<file path="src/verilog/cpuBusPkg.sv">
/*
  CPU-side definitions for the chip bus bridge.
  Covers 68040 transfer sizes, byte-lane masks, the request sampled at
  transfer start and the termination bundle returned to the processor.
*/
`default_nettype none

package cpuBusPkg;

    // Byte offset within the long word, A[1:0]
    typedef logic [1:0] cpuAddrT;

    // 68040 SIZ[1:0]
    typedef logic [1:0] sizeT;

    localparam sizeT SIZ_LONG = 2'b00;
    localparam sizeT SIZ_BYTE = 2'b01;
    localparam sizeT SIZ_WORD = 2'b10;
    // Never seen on register space, decoded as long
    localparam sizeT SIZ_LINE = 2'b11;

    // Active-low byte enables, bit 3 is D31..D24
    typedef logic [3:0] laneMaskT;

    localparam laneMaskT LANES_OFF = 4'b1111;

    // Sampled with TS
    typedef struct packed {
        cpuAddrT addr;
        sizeT    size;
        logic    read;
    } cpuReqT;

    // Idle request, long read at offset 0
    localparam cpuReqT REQ_RESET = '{addr: 2'b00, size: SIZ_LONG, read: 1'b1};

    // TA, TCI and TBI move as one
    typedef struct packed {
        logic tackN;
        logic tciN;
        logic tbiN;
    } cpuTermT;

    localparam cpuTermT TERM_IDLE = 3'b111;
    localparam cpuTermT TERM_ACK  = 3'b000;

endpackage

`default_nettype wire

</file>
<file path="src/verilog/chipRamPkg.sv">
/*
  Agnus DRAM side and SDRAM command definitions.
  Holds the strobe bundle fed through the synchronizer, the SDRAM command
  encodings and the state type of the chip-RAM controller.
*/
`default_nettype none

package chipRamPkg;

    // Multiplexed row/column from Agnus
    typedef logic [9:0]  draT;
    typedef logic [10:0] sdramAddrT;
    typedef logic [1:0]  bankT;

    typedef struct packed {
        logic csN;
        logic rasN;
        logic casN;
        logic weN;
    } sdramCmdT;

    localparam sdramCmdT CMD_NOP       = 4'b0111;
    localparam sdramCmdT CMD_ACTIVE    = 4'b0011;
    localparam sdramCmdT CMD_READ      = 4'b0101;
    localparam sdramCmdT CMD_WRITE     = 4'b0100;
    localparam sdramCmdT CMD_PRECHARGE = 4'b0010;

    // A10, auto precharge on column cmds, all banks on precharge
    localparam int SDRAM_AP_BIT = 10;

    // Agnus strobes, synchronized together
    typedef struct packed {
        logic ras0N;
        logic ras1N;
        logic casUN;
        logic casLN;
        logic awEN;
    } agnusStrobeT;

    localparam agnusStrobeT STROBES_IDLE = '1;

    // CAS upper drives the even 68040 lanes (0 and 2)
    localparam logic [3:0] CAS_UPPER_LANES = 4'b1010;
    localparam logic [3:0] CAS_LOWER_LANES = 4'b0101;

    typedef enum logic [1:0] {
        RAM_IDLE,
        RAM_ROW_OPEN,
        RAM_ACCESS
    } ramStateT;

endpackage

`default_nettype wire

</file>
<file path="src/verilog/byteLaneDecode.sv">
/*
  Byte-lane decode for both bridge paths.
  CPU cycles map SIZ and A[1:0] onto the 68040 lanes and the chip bus
  UDS/LDS pair, DMA cycles map the Agnus CAS strobes onto the RAM lanes.
*/
`timescale 1ns/1ps
`default_nettype none

module byteLaneDecode
    import cpuBusPkg::*;
    import chipRamPkg::*;
(
    input  cpuReqT     req,
    input  logic       dmaCycle,
    input  logic       casUN,
    input  logic       casLN,
    output laneMaskT   laneEnN,
    output laneMaskT   ramLaneEnN,
    output logic [1:0] dataStrobeN
);

    // Active-high views, inverted at the outputs
    logic [3:0] laneOn;
    logic [1:0] halfOn;
    logic [3:0] casOn;

    ////////////////////
    // CPU lanes
    ////////////////////

    always_comb begin
        case (req.size)
            // Single lane, offset walks down from D31
            SIZ_BYTE: laneOn = 4'b1000 >> req.addr;
            // Aligned pair, A1 picks the half
            SIZ_WORD: laneOn = req.addr[1] ? 4'b0011 : 4'b1100;
            SIZ_LONG, SIZ_LINE: laneOn = 4'b1111;
            default: laneOn = 4'b1111;
        endcase
    end

    assign laneEnN = ~laneOn;

    // 16-bit chip bus sees only the addressed half
    assign halfOn = req.addr[1] ? laneOn[1:0] : laneOn[3:2];

    // Bit 1 is UDS (even byte), bit 0 is LDS
    assign dataStrobeN = ~halfOn;

    ////////////////////
    // DMA lanes
    ////////////////////

    always_comb begin
        casOn = 4'b0000;
        if (!casUN) begin
            casOn = casOn | CAS_UPPER_LANES;
        end
        if (!casLN) begin
            casOn = casOn | CAS_LOWER_LANES;
        end
    end

    // Quiet outside DMA
    assign ramLaneEnN = dmaCycle ? ~casOn : LANES_OFF;

endmodule

`default_nettype wire

</file>
<file path="src/verilog/registerCycleSm.sv">
/*
  Chip-register cycle sequencer.
  Takes a 68040 transfer start into register space, waits for the custom
  chips to free the bus, runs one AS/UDS/LDS cycle on a chip clock phase
  and returns TA with TCI and TBI for one clock.
*/
`timescale 1ns/1ps
`default_nettype none

module registerCycleSm
    import cpuBusPkg::*;
(
    input  logic       clk40,
    input  logic       rstN,
    input  logic       c1,
    input  logic       c3,
    input  logic       tsN,
    input  logic       regSpaceN,
    input  logic       dbrN,
    input  cpuReqT     req,
    input  logic [1:0] dataStrobeN,
    output cpuReqT     reqHeld,
    output cpuTermT    term,
    output logic       asN,
    output logic       udsN,
    output logic       ldsN,
    output logic       prwN,
    output logic       regEnN
);

    typedef enum logic [2:0] {
        REG_IDLE,
        REG_WAIT_BUS,
        REG_STROBE,
        REG_RELEASE,
        REG_ACK
    } regStateT;

    regStateT state;
    regStateT stateNext;

    logic phaseNow;
    logic phaseQ;
    logic phaseStart;
    logic strobing;

    ////////////////////
    // Chip clock phase
    ////////////////////

    // C3 up while C1 down marks the phase
    assign phaseNow = c3 & ~c1;

    always_ff @(posedge clk40 or negedge rstN) begin
        if (!rstN) begin
            phaseQ <= 1'b0;
        end else begin
            phaseQ <= phaseNow;
        end
    end

    // First clk40 of the phase only
    assign phaseStart = phaseNow & ~phaseQ;

    ////////////////////
    // Sequencer
    ////////////////////

    always_comb begin
        stateNext = state;
        case (state)
            REG_IDLE: begin
                // Starts to other spaces belong to someone else
                if (!tsN && !regSpaceN) begin
                    stateNext = REG_WAIT_BUS;
                end
            end
            REG_WAIT_BUS: begin
                // DBR low just stretches this wait
                if (dbrN && phaseStart) begin
                    stateNext = REG_STROBE;
                end
            end
            REG_STROBE: begin
                // Chips latch by the end of the C3 high time
                if (!c3) begin
                    stateNext = REG_RELEASE;
                end
            end
            REG_RELEASE: stateNext = REG_ACK;
            REG_ACK:     stateNext = REG_IDLE;
            default:     stateNext = REG_IDLE;
        endcase
    end

    always_ff @(posedge clk40 or negedge rstN) begin
        if (!rstN) begin
            state   <= REG_IDLE;
            reqHeld <= REQ_RESET;
        end else begin
            state <= stateNext;
            // Freeze the request so the lane decode stays put
            if (state == REG_IDLE && !tsN && !regSpaceN) begin
                reqHeld <= req;
            end
        end
    end

    ////////////////////
    // Bus outputs
    ////////////////////

    assign strobing = (state == REG_STROBE);

    assign asN    = ~strobing;
    assign regEnN = ~strobing;
    assign udsN   = strobing ? dataStrobeN[1] : 1'b1;
    assign ldsN   = strobing ? dataStrobeN[0] : 1'b1;

    // High for reads, parked high between cycles
    assign prwN = strobing ? reqHeld.read : 1'b1;

    // Register space is never cached or burst
    assign term = (state == REG_ACK) ? TERM_ACK : TERM_IDLE;

endmodule

`default_nettype wire

</file>
<file path="src/verilog/chipRamSm.sv">
/*
  Agnus DRAM strobe to SDRAM command translator for chip RAM DMA.
  Strobes are synchronized into clk40 and each edge becomes one SDRAM
  command three clocks later, with NOP in between.
*/
`timescale 1ns/1ps
`default_nettype none

module chipRamSm
    import chipRamPkg::*;
(
    input  logic      clk40,
    input  logic      rstN,
    input  logic      ras0N,
    input  logic      ras1N,
    input  logic      casUN,
    input  logic      casLN,
    input  logic      awEN,
    input  draT       dra,
    output sdramCmdT  sdramCmd,
    output bankT      bank,
    output sdramAddrT cma,
    output logic      clkEn,
    output logic      dbEnN,
    output logic      dbDir,
    output logic      dmaCycle
);

    agnusStrobeT strobeIn;
    agnusStrobeT syncS1;
    agnusStrobeT syncS2;
    agnusStrobeT syncS3;

    draT draS1;
    draT draS2;
    draT openRow;

    ramStateT state;

    sdramAddrT colAddr;

    logic ras0Fall;
    logic ras1Fall;
    logic rasRise;
    logic casFall;
    logic casIdle;
    logic issueActive;
    logic issueAccess;
    logic issuePrecharge;

    ////////////////////
    // Synchronizers
    ////////////////////

    assign strobeIn = '{ras0N: ras0N, ras1N: ras1N, casUN: casUN, casLN: casLN, awEN: awEN};

    // S1/S2 resolve, S3 only for edges
    always_ff @(posedge clk40 or negedge rstN) begin
        if (!rstN) begin
            syncS1 <= STROBES_IDLE;
            syncS2 <= STROBES_IDLE;
            syncS3 <= STROBES_IDLE;
        end else begin
            syncS1 <= strobeIn;
            syncS2 <= syncS1;
            syncS3 <= syncS2;
        end
    end

    // DRA rides alongside so row/column line up with the strobe
    always_ff @(posedge clk40) begin
        draS1 <= dra;
        draS2 <= draS1;
    end

    ////////////////////
    // Edge detect
    ////////////////////

    assign ras0Fall = syncS3.ras0N & ~syncS2.ras0N;
    assign ras1Fall = syncS3.ras1N & ~syncS2.ras1N;
    assign rasRise  = (~syncS3.ras0N & syncS2.ras0N) | (~syncS3.ras1N & syncS2.ras1N);
    assign casFall  = (syncS3.casUN & ~syncS2.casUN) | (syncS3.casLN & ~syncS2.casLN);
    assign casIdle  = syncS3.casUN & syncS3.casLN;

    // RAS fall wins, strobes never pile up anyway
    assign issueActive    = ras0Fall | ras1Fall;
    assign issueAccess    = ~issueActive & casFall & (state != RAM_IDLE);
    assign issuePrecharge = ~issueActive & ~casFall & rasRise & (state != RAM_IDLE);

    ////////////////////
    // Command FSM
    ////////////////////

    always_ff @(posedge clk40 or negedge rstN) begin
        if (!rstN) begin
            state    <= RAM_IDLE;
            sdramCmd <= CMD_NOP;
            bank     <= '0;
            dbDir    <= 1'b0;
        end else begin
            // One-clock commands
            sdramCmd <= CMD_NOP;
            if (issueActive) begin
                sdramCmd <= CMD_ACTIVE;
                // RAS1 selects bank 1
                bank     <= {1'b0, ras1Fall};
                state    <= RAM_ROW_OPEN;
            end else if (issueAccess) begin
                sdramCmd <= syncS2.awEN ? CMD_READ : CMD_WRITE;
                dbDir    <= ~syncS2.awEN;
                state    <= RAM_ACCESS;
            end else if (issuePrecharge) begin
                sdramCmd <= CMD_PRECHARGE;
                state    <= RAM_IDLE;
            end else if (state == RAM_ACCESS && casIdle) begin
                // Page mode, another CAS may follow
                state <= RAM_ROW_OPEN;
            end
        end
    end

    ////////////////////
    // Address path
    ////////////////////

    // Agnus RAS rise closes the row, so no auto precharge
    always_comb begin
        colAddr = sdramAddrT'(draS2);
        colAddr[SDRAM_AP_BIT] = 1'b0;
    end

    always_ff @(posedge clk40) begin
        if (issueActive) begin
            openRow <= draS2;
            cma     <= sdramAddrT'(draS2);
        end else if (issueAccess) begin
            cma <= colAddr;
        end else if (issuePrecharge) begin
            // Single bank precharge, A10 stays low
            cma <= sdramAddrT'(openRow);
        end
    end

    ////////////////////
    // Status outputs
    ////////////////////

    // No power down modes, clock always enabled
    assign clkEn = 1'b1;

    // Data buffers open while either CAS is down
    assign dbEnN = casIdle;

    assign dmaCycle = (state != RAM_IDLE);

endmodule

`default_nettype wire

</file>
<file path="src/verilog/chipBusBridge.sv">
/*
  Chip bus bridge top level.
  Ties the register cycle sequencer, the byte-lane decode and the
  chip-RAM command translator to the CPU, Agnus and SDRAM pins.
*/
`timescale 1ns/1ps
`default_nettype none

module chipBusBridge
    import cpuBusPkg::*;
    import chipRamPkg::*;
(
    input  logic      clk40,
    input  logic      rstN,
    // Chip clock phases
    input  logic      c1,
    input  logic      c3,
    // CPU transfer
    input  logic      tsN,
    input  logic      regSpaceN,
    input  cpuReqT    req,
    output cpuTermT   term,
    output laneMaskT  laneEnN,
    // Agnus register bus
    input  logic      dbrN,
    output logic      asN,
    output logic      udsN,
    output logic      ldsN,
    output logic      prwN,
    output logic      regEnN,
    // Agnus DRAM strobes
    input  logic      ras0N,
    input  logic      ras1N,
    input  logic      casUN,
    input  logic      casLN,
    input  logic      awEN,
    input  draT       dra,
    output laneMaskT  ramLaneEnN,
    // SDRAM
    output sdramCmdT  sdramCmd,
    output bankT      bank,
    output sdramAddrT cma,
    output logic      clkEn,
    output logic      dbEnN,
    output logic      dbDir
);

    cpuReqT     reqHeld;
    logic [1:0] dataStrobeN;
    logic       dmaCycle;

    ////////////////////
    // Register cycles
    ////////////////////

    registerCycleSm u_regCycle (
        .clk40       (clk40),
        .rstN        (rstN),
        .c1          (c1),
        .c3          (c3),
        .tsN         (tsN),
        .regSpaceN   (regSpaceN),
        .dbrN        (dbrN),
        .req         (req),
        .dataStrobeN (dataStrobeN),
        .reqHeld     (reqHeld),
        .term        (term),
        .asN         (asN),
        .udsN        (udsN),
        .ldsN        (ldsN),
        .prwN        (prwN),
        .regEnN      (regEnN)
    );

    ////////////////////
    // Byte lanes
    ////////////////////

    // Decode works on the held request, stable for the whole cycle
    byteLaneDecode u_laneDecode (
        .req         (reqHeld),
        .dmaCycle    (dmaCycle),
        .casUN       (casUN),
        .casLN       (casLN),
        .laneEnN     (laneEnN),
        .ramLaneEnN  (ramLaneEnN),
        .dataStrobeN (dataStrobeN)
    );

    ////////////////////
    // Chip RAM DMA
    ////////////////////

    chipRamSm u_chipRam (
        .clk40    (clk40),
        .rstN     (rstN),
        .ras0N    (ras0N),
        .ras1N    (ras1N),
        .casUN    (casUN),
        .casLN    (casLN),
        .awEN     (awEN),
        .dra      (dra),
        .sdramCmd (sdramCmd),
        .bank     (bank),
        .cma      (cma),
        .clkEn    (clkEn),
        .dbEnN    (dbEnN),
        .dbDir    (dbDir),
        .dmaCycle (dmaCycle)
    );

endmodule

`default_nettype wire

</file>
<file path="config.mk">
export PLATFORM = sky130hd
export DESIGN_NAME = chipBusBridge
export DESIGN_NICKNAME = d
export VERILOG_FILES = /design/src/verilog/cpuBusPkg.sv /design/src/verilog/chipRamPkg.sv /design/src/verilog/byteLaneDecode.sv /design/src/verilog/registerCycleSm.sv /design/src/verilog/chipRamSm.sv /design/src/verilog/chipBusBridge.sv
export SDC_FILE = /design/constraint.sdc
export NUM_CORES = 1
export LEC_CHECK = 0
export BUFFER_PORTS_ARGS = -buffer_cell sky130_fd_sc_hd__buf_2
export CELL_PAD_IN_SITES_DETAIL_PLACEMENT = 0
export CELL_PAD_IN_SITES_GLOBAL_PLACEMENT = 2
export CORE_UTILIZATION = 38
export CTS_CLUSTER_SIZE = 8
export DETAILED_ROUTE_END_ITERATION = 16
export GPL_TIMING_DRIVEN = 0
export PLACE_DENSITY_LB_ADDON = 0.1
export RECOVER_POWER = 50
export SLEW_MARGIN = 20
export SYNTH_ARGS = -nofsm -noshare
export SYNTH_HDL_FRONTEND = slang
export SYNTH_SLANG_ARGS = --single-unit
</file>
<file path="constraint.sdc">
create_clock -name clk40 -period 3.6 [get_ports clk40]
set_input_delay 0.18 -clock clk40 [delete_from_list [all_inputs] [get_ports clk40]]
set_output_delay 0.18 -clock clk40 [all_outputs]
set_load 0.05 [all_outputs]
</file>
# [After elaboration in Yosys (flattened, before gate mapping)]
# Index checks and enable logic that the tools add are counted.
[op_classes] order_cmp=0 n_addsub=0 mul=0 eq_ne=11 n_bitwise=32 div_mod_pow=0 n_shift=1 muxes=25 n_reduce_logical=15
[ops] operator="two-way mux 10 bit" count=3
[ops] operator="two-way mux 4 bit" count=5
[ops] operator="two-way mux 3 bit" count=6
[ops] operator="AND 1 bit" count=14
[ops] operator="inverter 1 bit" count=12
[ops] operator="case mux 3 bit (4 select lines)" count=1
[ops] operator="case mux 4 bit (3 select lines)" count=1
[ops] operator="two-way mux 2 bit" count=5
[ops] operator="inverter 4 bit" count=2
[ops] operator="== test 2 bit, second input constant" count=3
[ops] operator="== test 3 x 2 -> 1 bit, second input constant" count=2
[ops] operator="logical AND 1 bit" count=5
[ops] operator="two-way mux 1 bit" count=4
[ops] operator="!= test 2 x 1 -> 1 bit, second input constant" count=2
[ops] operator="nonzero test 4 bit" count=1
[ops] operator=">> shifter 4 x 2 -> 4 bit, first input constant" count=1
[ops] operator="== test 3 x 1 -> 1 bit, second input constant" count=1
[ops] operator="== test 3 bit, second input constant" count=1
[ops] operator="logical NOT 3 bit" count=1
[ops] operator="OR 1 bit" count=3
[ops] operator="AND reduction 3 bit" count=1
[ops] operator="nonzero test 3 bit" count=1
[ops] operator="== test 2 x 1 -> 1 bit, second input constant" count=1
[ops] operator="logical NOT 1 bit" count=2
[ops] operator="6 further kinds" count=6
[totals] ramBits=0 out_inout_bits=36 inputBits=27 ff_bits=71 latch_bits=0 word_cells=114 mem_count=0 romBits=0

# [Depth between registers and ports, before layout]
[depth] depth_word=10 ltp_mapped=5 ltp_nobuf=5

# [Modules after synthesis]
# From an unflattened synthesis, not the netlist that was laid out.
[hier_totals] hier_cells=164 hier_area_um2=2499.9
[modules_own_cells] module="chipRamSm" area_each_um2=1908.1 seq_area_each_um2=1547.7 cells_per_inst=106 instances=1
[modules_own_cells] module="registerCycleSm" area_each_um2=459.2 seq_area_each_um2=226.5 cells_per_inst=35 instances=1
[modules_own_cells] module="byteLaneDecode" area_each_um2=132.6 seq_area_each_um2=0.0 cells_per_inst=23 instances=1

# [Least setup slack after synthesis]
# OpenSTA, ideal clock, no wires.
[synth_timing] path_type="reg2reg" start="reg u_chipRam.syncS3[2] (netlist bit)" end="reg u_chipRam.cma[0], enable pin" n_path_buf=0 arrival_time_ns=1.441 slack_ns=1.780 required_time_ns=3.221 setup_time_ns=0.379 period_less_slack_ns=1.820 stages_incl_launch_ff=5 cell_sequence="dfstp_2 inv_1 o22ai_4 nor2_1 o21bai_1"
[synth_via] elab_chain_len=7 word_cells_on_any_way=9 classes_between="bitwise (8); reduce/logical (1)"
[synth_rtl] item="start, declared" line_no="chipRamSm.sv:32" text="agnusStrobeT syncS3;"
[synth_rtl] item="start signal, assigned" line_no="chipRamSm.sv:66" text="syncS3 <= syncS2;"
[synth_rtl] item="AND 1 bit (*)" line_no="chipRamSm.sv:83" text="assign casFall = (syncS3.casUN & ~syncS2.casUN) | (syncS3.casLN & ~syncS2.casLN);"
[synth_rtl] item="OR 1 bit (*)" line_no="chipRamSm.sv:83"
[synth_rtl] item="inverter 1 bit" line_no="chipRamSm.sv:89" text="assign issuePrecharge = ~issueActive & ~casFall & rasRise & (state != RAM_IDLE);"
[synth_rtl] item="AND 1 bit (3 in a row)" line_no="chipRamSm.sv:89"
[synth_rtl] item="nonzero test 3 bit (no line) (*)"
[synth_rtl] item="end signal, assigned" line_no="chipRamSm.sv:136" text="cma <= sdramAddrT'(draS2);"
[synth_rtl] item="end signal, assigned" line_no="chipRamSm.sv:138" text="cma <= colAddr;"
[synth_rtl] item="end signal, assigned" line_no="chipRamSm.sv:141" text="cma <= sdramAddrT'(openRow);"
[synth_rtl] item="end, declared" line_no="chipRamSm.sv:22" text="output sdramAddrT cma,"
# Mark *: on every way between the ends. The rest lies on a longest branch, timed or not.
# A chain may end at the register's enable or synchronous reset.

# [Final worst setup path]
[layout_timing] start="reg u_chipRam.syncS2[3] (netlist bit)" end="reg u_chipRam.cma[6], enable pin"
[layout_via] elab_chain_len=8 word_cells_on_any_way=12 classes_between="bitwise (11); reduce/logical (1)"
[layout_rtl] item="start, declared" line_no="chipRamSm.sv:31" text="agnusStrobeT syncS2;"
[layout_rtl] item="start signal, assigned" line_no="chipRamSm.sv:65" text="syncS2 <= syncS1;"
[layout_rtl] item="inverter 1 bit" line_no="chipRamSm.sv:81" text="assign ras1Fall = syncS3.ras1N & ~syncS2.ras1N;"
[layout_rtl] item="AND 1 bit" line_no="chipRamSm.sv:81"
[layout_rtl] item="OR 1 bit" line_no="chipRamSm.sv:87" text="assign issueActive = ras0Fall | ras1Fall;"
[layout_rtl] item="inverter 1 bit" line_no="chipRamSm.sv:88, chipRamSm.sv:89"
[layout_rtl] item="AND 1 bit (3 in a row)" line_no="chipRamSm.sv:89"
[layout_rtl] item="nonzero test 3 bit (no line) (*)"
# Marks and branches as above.

==> impl_metrics.json <==
{
  "status": "complete, but fails checks",
  "violations": "capacitance limit, slew limit",
  "r2r_end": "u_chipRam.cma[6]",
  "worstMarginPinSlew_ns": 1.58,
  "fmax_ghz": 0.466,
  "ant_nets": 0,
  "final.fill_count": 586,
  "cp_cell_sequence": "inv_1 -> o22ai_1 -> nor2_1 -> o21bai_1",
  "critPathLaunchType": "flip-flop",
  "p_leak_nw": 1.40,
  "crit_family": "compound AO/OA/AOI/OAI gates",
  "track_usage": 0.137,
  "grt_pass1_wl_um": 6710,
  "max_slew_margin": -0.0561,
  "slew_violations": 31,
  "num_antenna_cells": 0,
  "ys_ff_latch": 70,
  "syn_avg_cell_area_um2": 14.7,
  "grt_max_degree": 31,
  "syn_area_um2": 2480,
  "drt-total-wl_um": 4070,
  "min_to": "u_regCycle.phaseQ",
  "worstHoldStart": "c1",
  "die_h_um": 82.7,
  "max_stage_delay_ns": 0.77,
  "setup_viol": 0,
  "vias": 1515,
  "hold-path-cell-count": 2,
  "cts_buffers": 9,
  "period_minus_slack_ns": 2.14,
  "gp_congestion": 0.696,
  "fin_crit_sh": 0.596,
  "total_power_mw": 2.34,
  "ctsResizeCount": 0,
  "grt.overflow.total": 0,
  "drive_gt1_frac": 0.456,
  "crit_fanout": 10,
  "coreArea_um2": 6310,
  "area_delta_synth_final_pct": 30.3,
  "nets": 285,
  "drv_cap": 1,
  "wire_per_inst_um": 12.0,
  "die_area_um2": 6850,
  "num_io_pins": 63,
  "viasPerCell": 4.48,
  "hold_path.class": "in2reg",
  "start_util": 0.392,
  "placed_area_um2": 2870,
  "grt_setup_unrepaired": "false",
  "reg2reg_from": "u_chipRam.syncS2[3]",
  "crit_required_ns": 3.55,
  "clk_latency_ns": 0.33,
  "synth_flop_cell": "edfxtp_1",
  "first_global_vias": 1523,
  "fin_tns_setup_ns": 0,
  "r2r_slack_ns": 1.46,
  "powerDensity_nw_per_um2": 725,
  "first_pass_iters": 4,
  "syn_inst": 169,
  "post-place-ws_ns": 1.41,
  "portBuffers": 58,
  "post-dp-hpwl_um": 2830,
  "end_kind": "flip-flop",
  "htreeDepth": 3,
  "crit_slowest_cell": "o21bai_1",
  "skew_ns": 0.00699,
  "clk_pin_slew_ns": 0.07,
  "hold_violations": 0,
  "critical_path_class": "reg2reg",
  "stdcell_count": 338,
  "worst_slack_ns": 1.46,
  "fp-row-count": 29,
  "ir_drop_mv": 0.713,
  "drt-initial-drc-count": 51,
  "die_x_um": 82.7,
  "clk_path_buf_depth": 2,
  "crit_buf_inv": 1,
  "synth_edf_count": 20,
  "yosysWarnings": 0,
  "reg2reg_depth": 4,
  "seq_area_frac_synth": 0.716,
  "clkSinkCount": 70,
  "place_inst": 306,
  "arrival_ns": 2.09,
  "drc": 0,
  "yosysUniqueCellTypes": 36,
  "cts_tree": "yes",
  "cts-root-buf": "clkbuf_8",
  "final_area_um2": 3230,
  "ys_async_sr_fraction": 0.429,
  "antenna_found_initial": 0
}
cell type report:
class / instances / area [um^2] / area share
clock inverters: 6 / 60.1 / 0.0186
clock buffers: 10 / 138 / 0.0426
plain buffers: 9 / 67.6 / 0.0209
multi-input cells: 81 / 602 / 0.186
well taps: 77 / 96.3 / 0.0298
inverters: 11 / 41.3 / 0.0128
repair buffers: 74 / 449 / 0.139
flip-flops and latches: 70 / 1770 / 0.550
layer usage:
layer | GRT usage | part of all wire | vias to the layer above
met4 | 0.0828 | 0.017 | 0
met2 | 0.221 | 0.48 | 42
met5 | 0 | 0 | -
met3 | 0.0407 | 0.046 | 6
met1 | 0.160 | 0.45 | 726
li1 | - | - | 741
flip-flops by register name, summed over array words and instances, names as in the netlist:
signal,flops
u_chipRam.cma,10
u_regCycle.state,3
u_chipRam.bank,1
u_chipRam.dbDir,1
u_chipRam.syncS3,4
u_regCycle.phaseQ,1
u_chipRam.state,2
u_chipRam.syncS1,5
u_chipRam.syncS2,5
u_chipRam.draS2,10
u_chipRam.draS1,10
u_chipRam.sdramCmd,3
u_regCycle.reqHeld,5
u_chipRam.openRow,10
report_power, final:
group          leakage (nW)  switching [mW]  total, mW  internal [mW]
logic                 0.594           0.528      0.744          0.215
clock network         0.100           0.278      0.615          0.336
registers             0.702          0.0560      0.982          0.926
total                  1.40           0.863       2.34           1.48
cell families after synthesis:
kind of cell,Yosys count,synth area share
muxes,14,0.0677
DFF,70,0.716
buffers and inverters,20,0.0439
and+or+nand+nor,42,0.102
adders and majority gates,2,0.0101
AOI/OAI and AO/OA,19,0.0571
other,2,0.00303
synthesized netlist by cell type (2+ instances only):
library cell | n | area share
mux2_2 | 10 | 0.045
ha_1 | 2 | 0.010
nor2_1 | 8 | 0.012
buf_4 | 9 | 0.027
nor3_1 | 2 | 0.0040
dfrtp_1 | 12 | 0.12
inv_1 | 10 | 0.015
dfxtp_1 | 20 | 0.16
conb_1 | 2 | 0.0030
mux2_4 | 3 | 0.018
edfxtp_1 | 20 | 0.24
nand4_1 | 3 | 0.0076
dfstp_2 | 18 | 0.19
nor3b_1 | 2 | 0.0061
nand2b_1 | 5 | 0.013
nand2_1 | 10 | 0.015
a21oi_1 | 9 | 0.018
or2_2 | 2 | 0.0050
or2b_2 | 2 | 0.0071
nor2b_1 | 3 | 0.0076
o21ai_0 | 2 | 0.0040
through the flow:
stage / hold WS (ns) / util
2_1_floorplan: -0.116 / -
3_3_place_gp: 0.238 / 0.455
3_5_place_dp: 0.255 / 0.455
4_1_cts: 0.00470 / 0.511
5_1_grt: 0.00855 / 0.511
6_report: 0.0201 / 0.511
worst reg2reg max path: cells and delay by family, from the launching register on:
family          cells  cell delay (ns)
compound gates      2             1.08
flops               1             0.54
simple gates        1             0.10
buf+inv             1             0.05
placed cells by master, fill, tap and decap left out, drive strengths merged, types with 3 or more instances in the layout:
master	count
edfxtp	20
dfstp	18
conb	4
a21oi	10
clkbuf	11
nand4	3
dlygate4sd3	16
nor2b	3
dfxtp	20
buf	66
dfrtp	12
clkinv	3
nand2	11
nor2	9
inv	12
mux2	13
nand2b	5
timing repair:
item	CTS	global route
hold endpoints to repair	27	0
hold buffers	16	0
setup buffers	0	0
endpoints found under the setup margin	0	0
how the worst max path moves through the flow:
stage | from | end | slack [ns] | cells after the start
6_report | u_chipRam.syncS2[3] | u_chipRam.cma[6] | 1.46 | 4
5_1_grt | u_chipRam.syncS2[3] | u_chipRam.cma[6] | 1.19 | 4
4_1_cts | u_chipRam.syncS3[2] | u_chipRam.cma[6] | 1.39 | 4
3_5_place_dp | u_chipRam.syncS3[2] | u_chipRam.cma[9] | 1.41 | 4
3_3_place_gp | u_chipRam.syncS3[2] | u_chipRam.cma[5] | 1.47 | 4
2_1_floorplan | u_chipRam.syncS3[2] | u_chipRam.cma[0] | 1.78 | 4
Power figures use the tool's default switching activity.
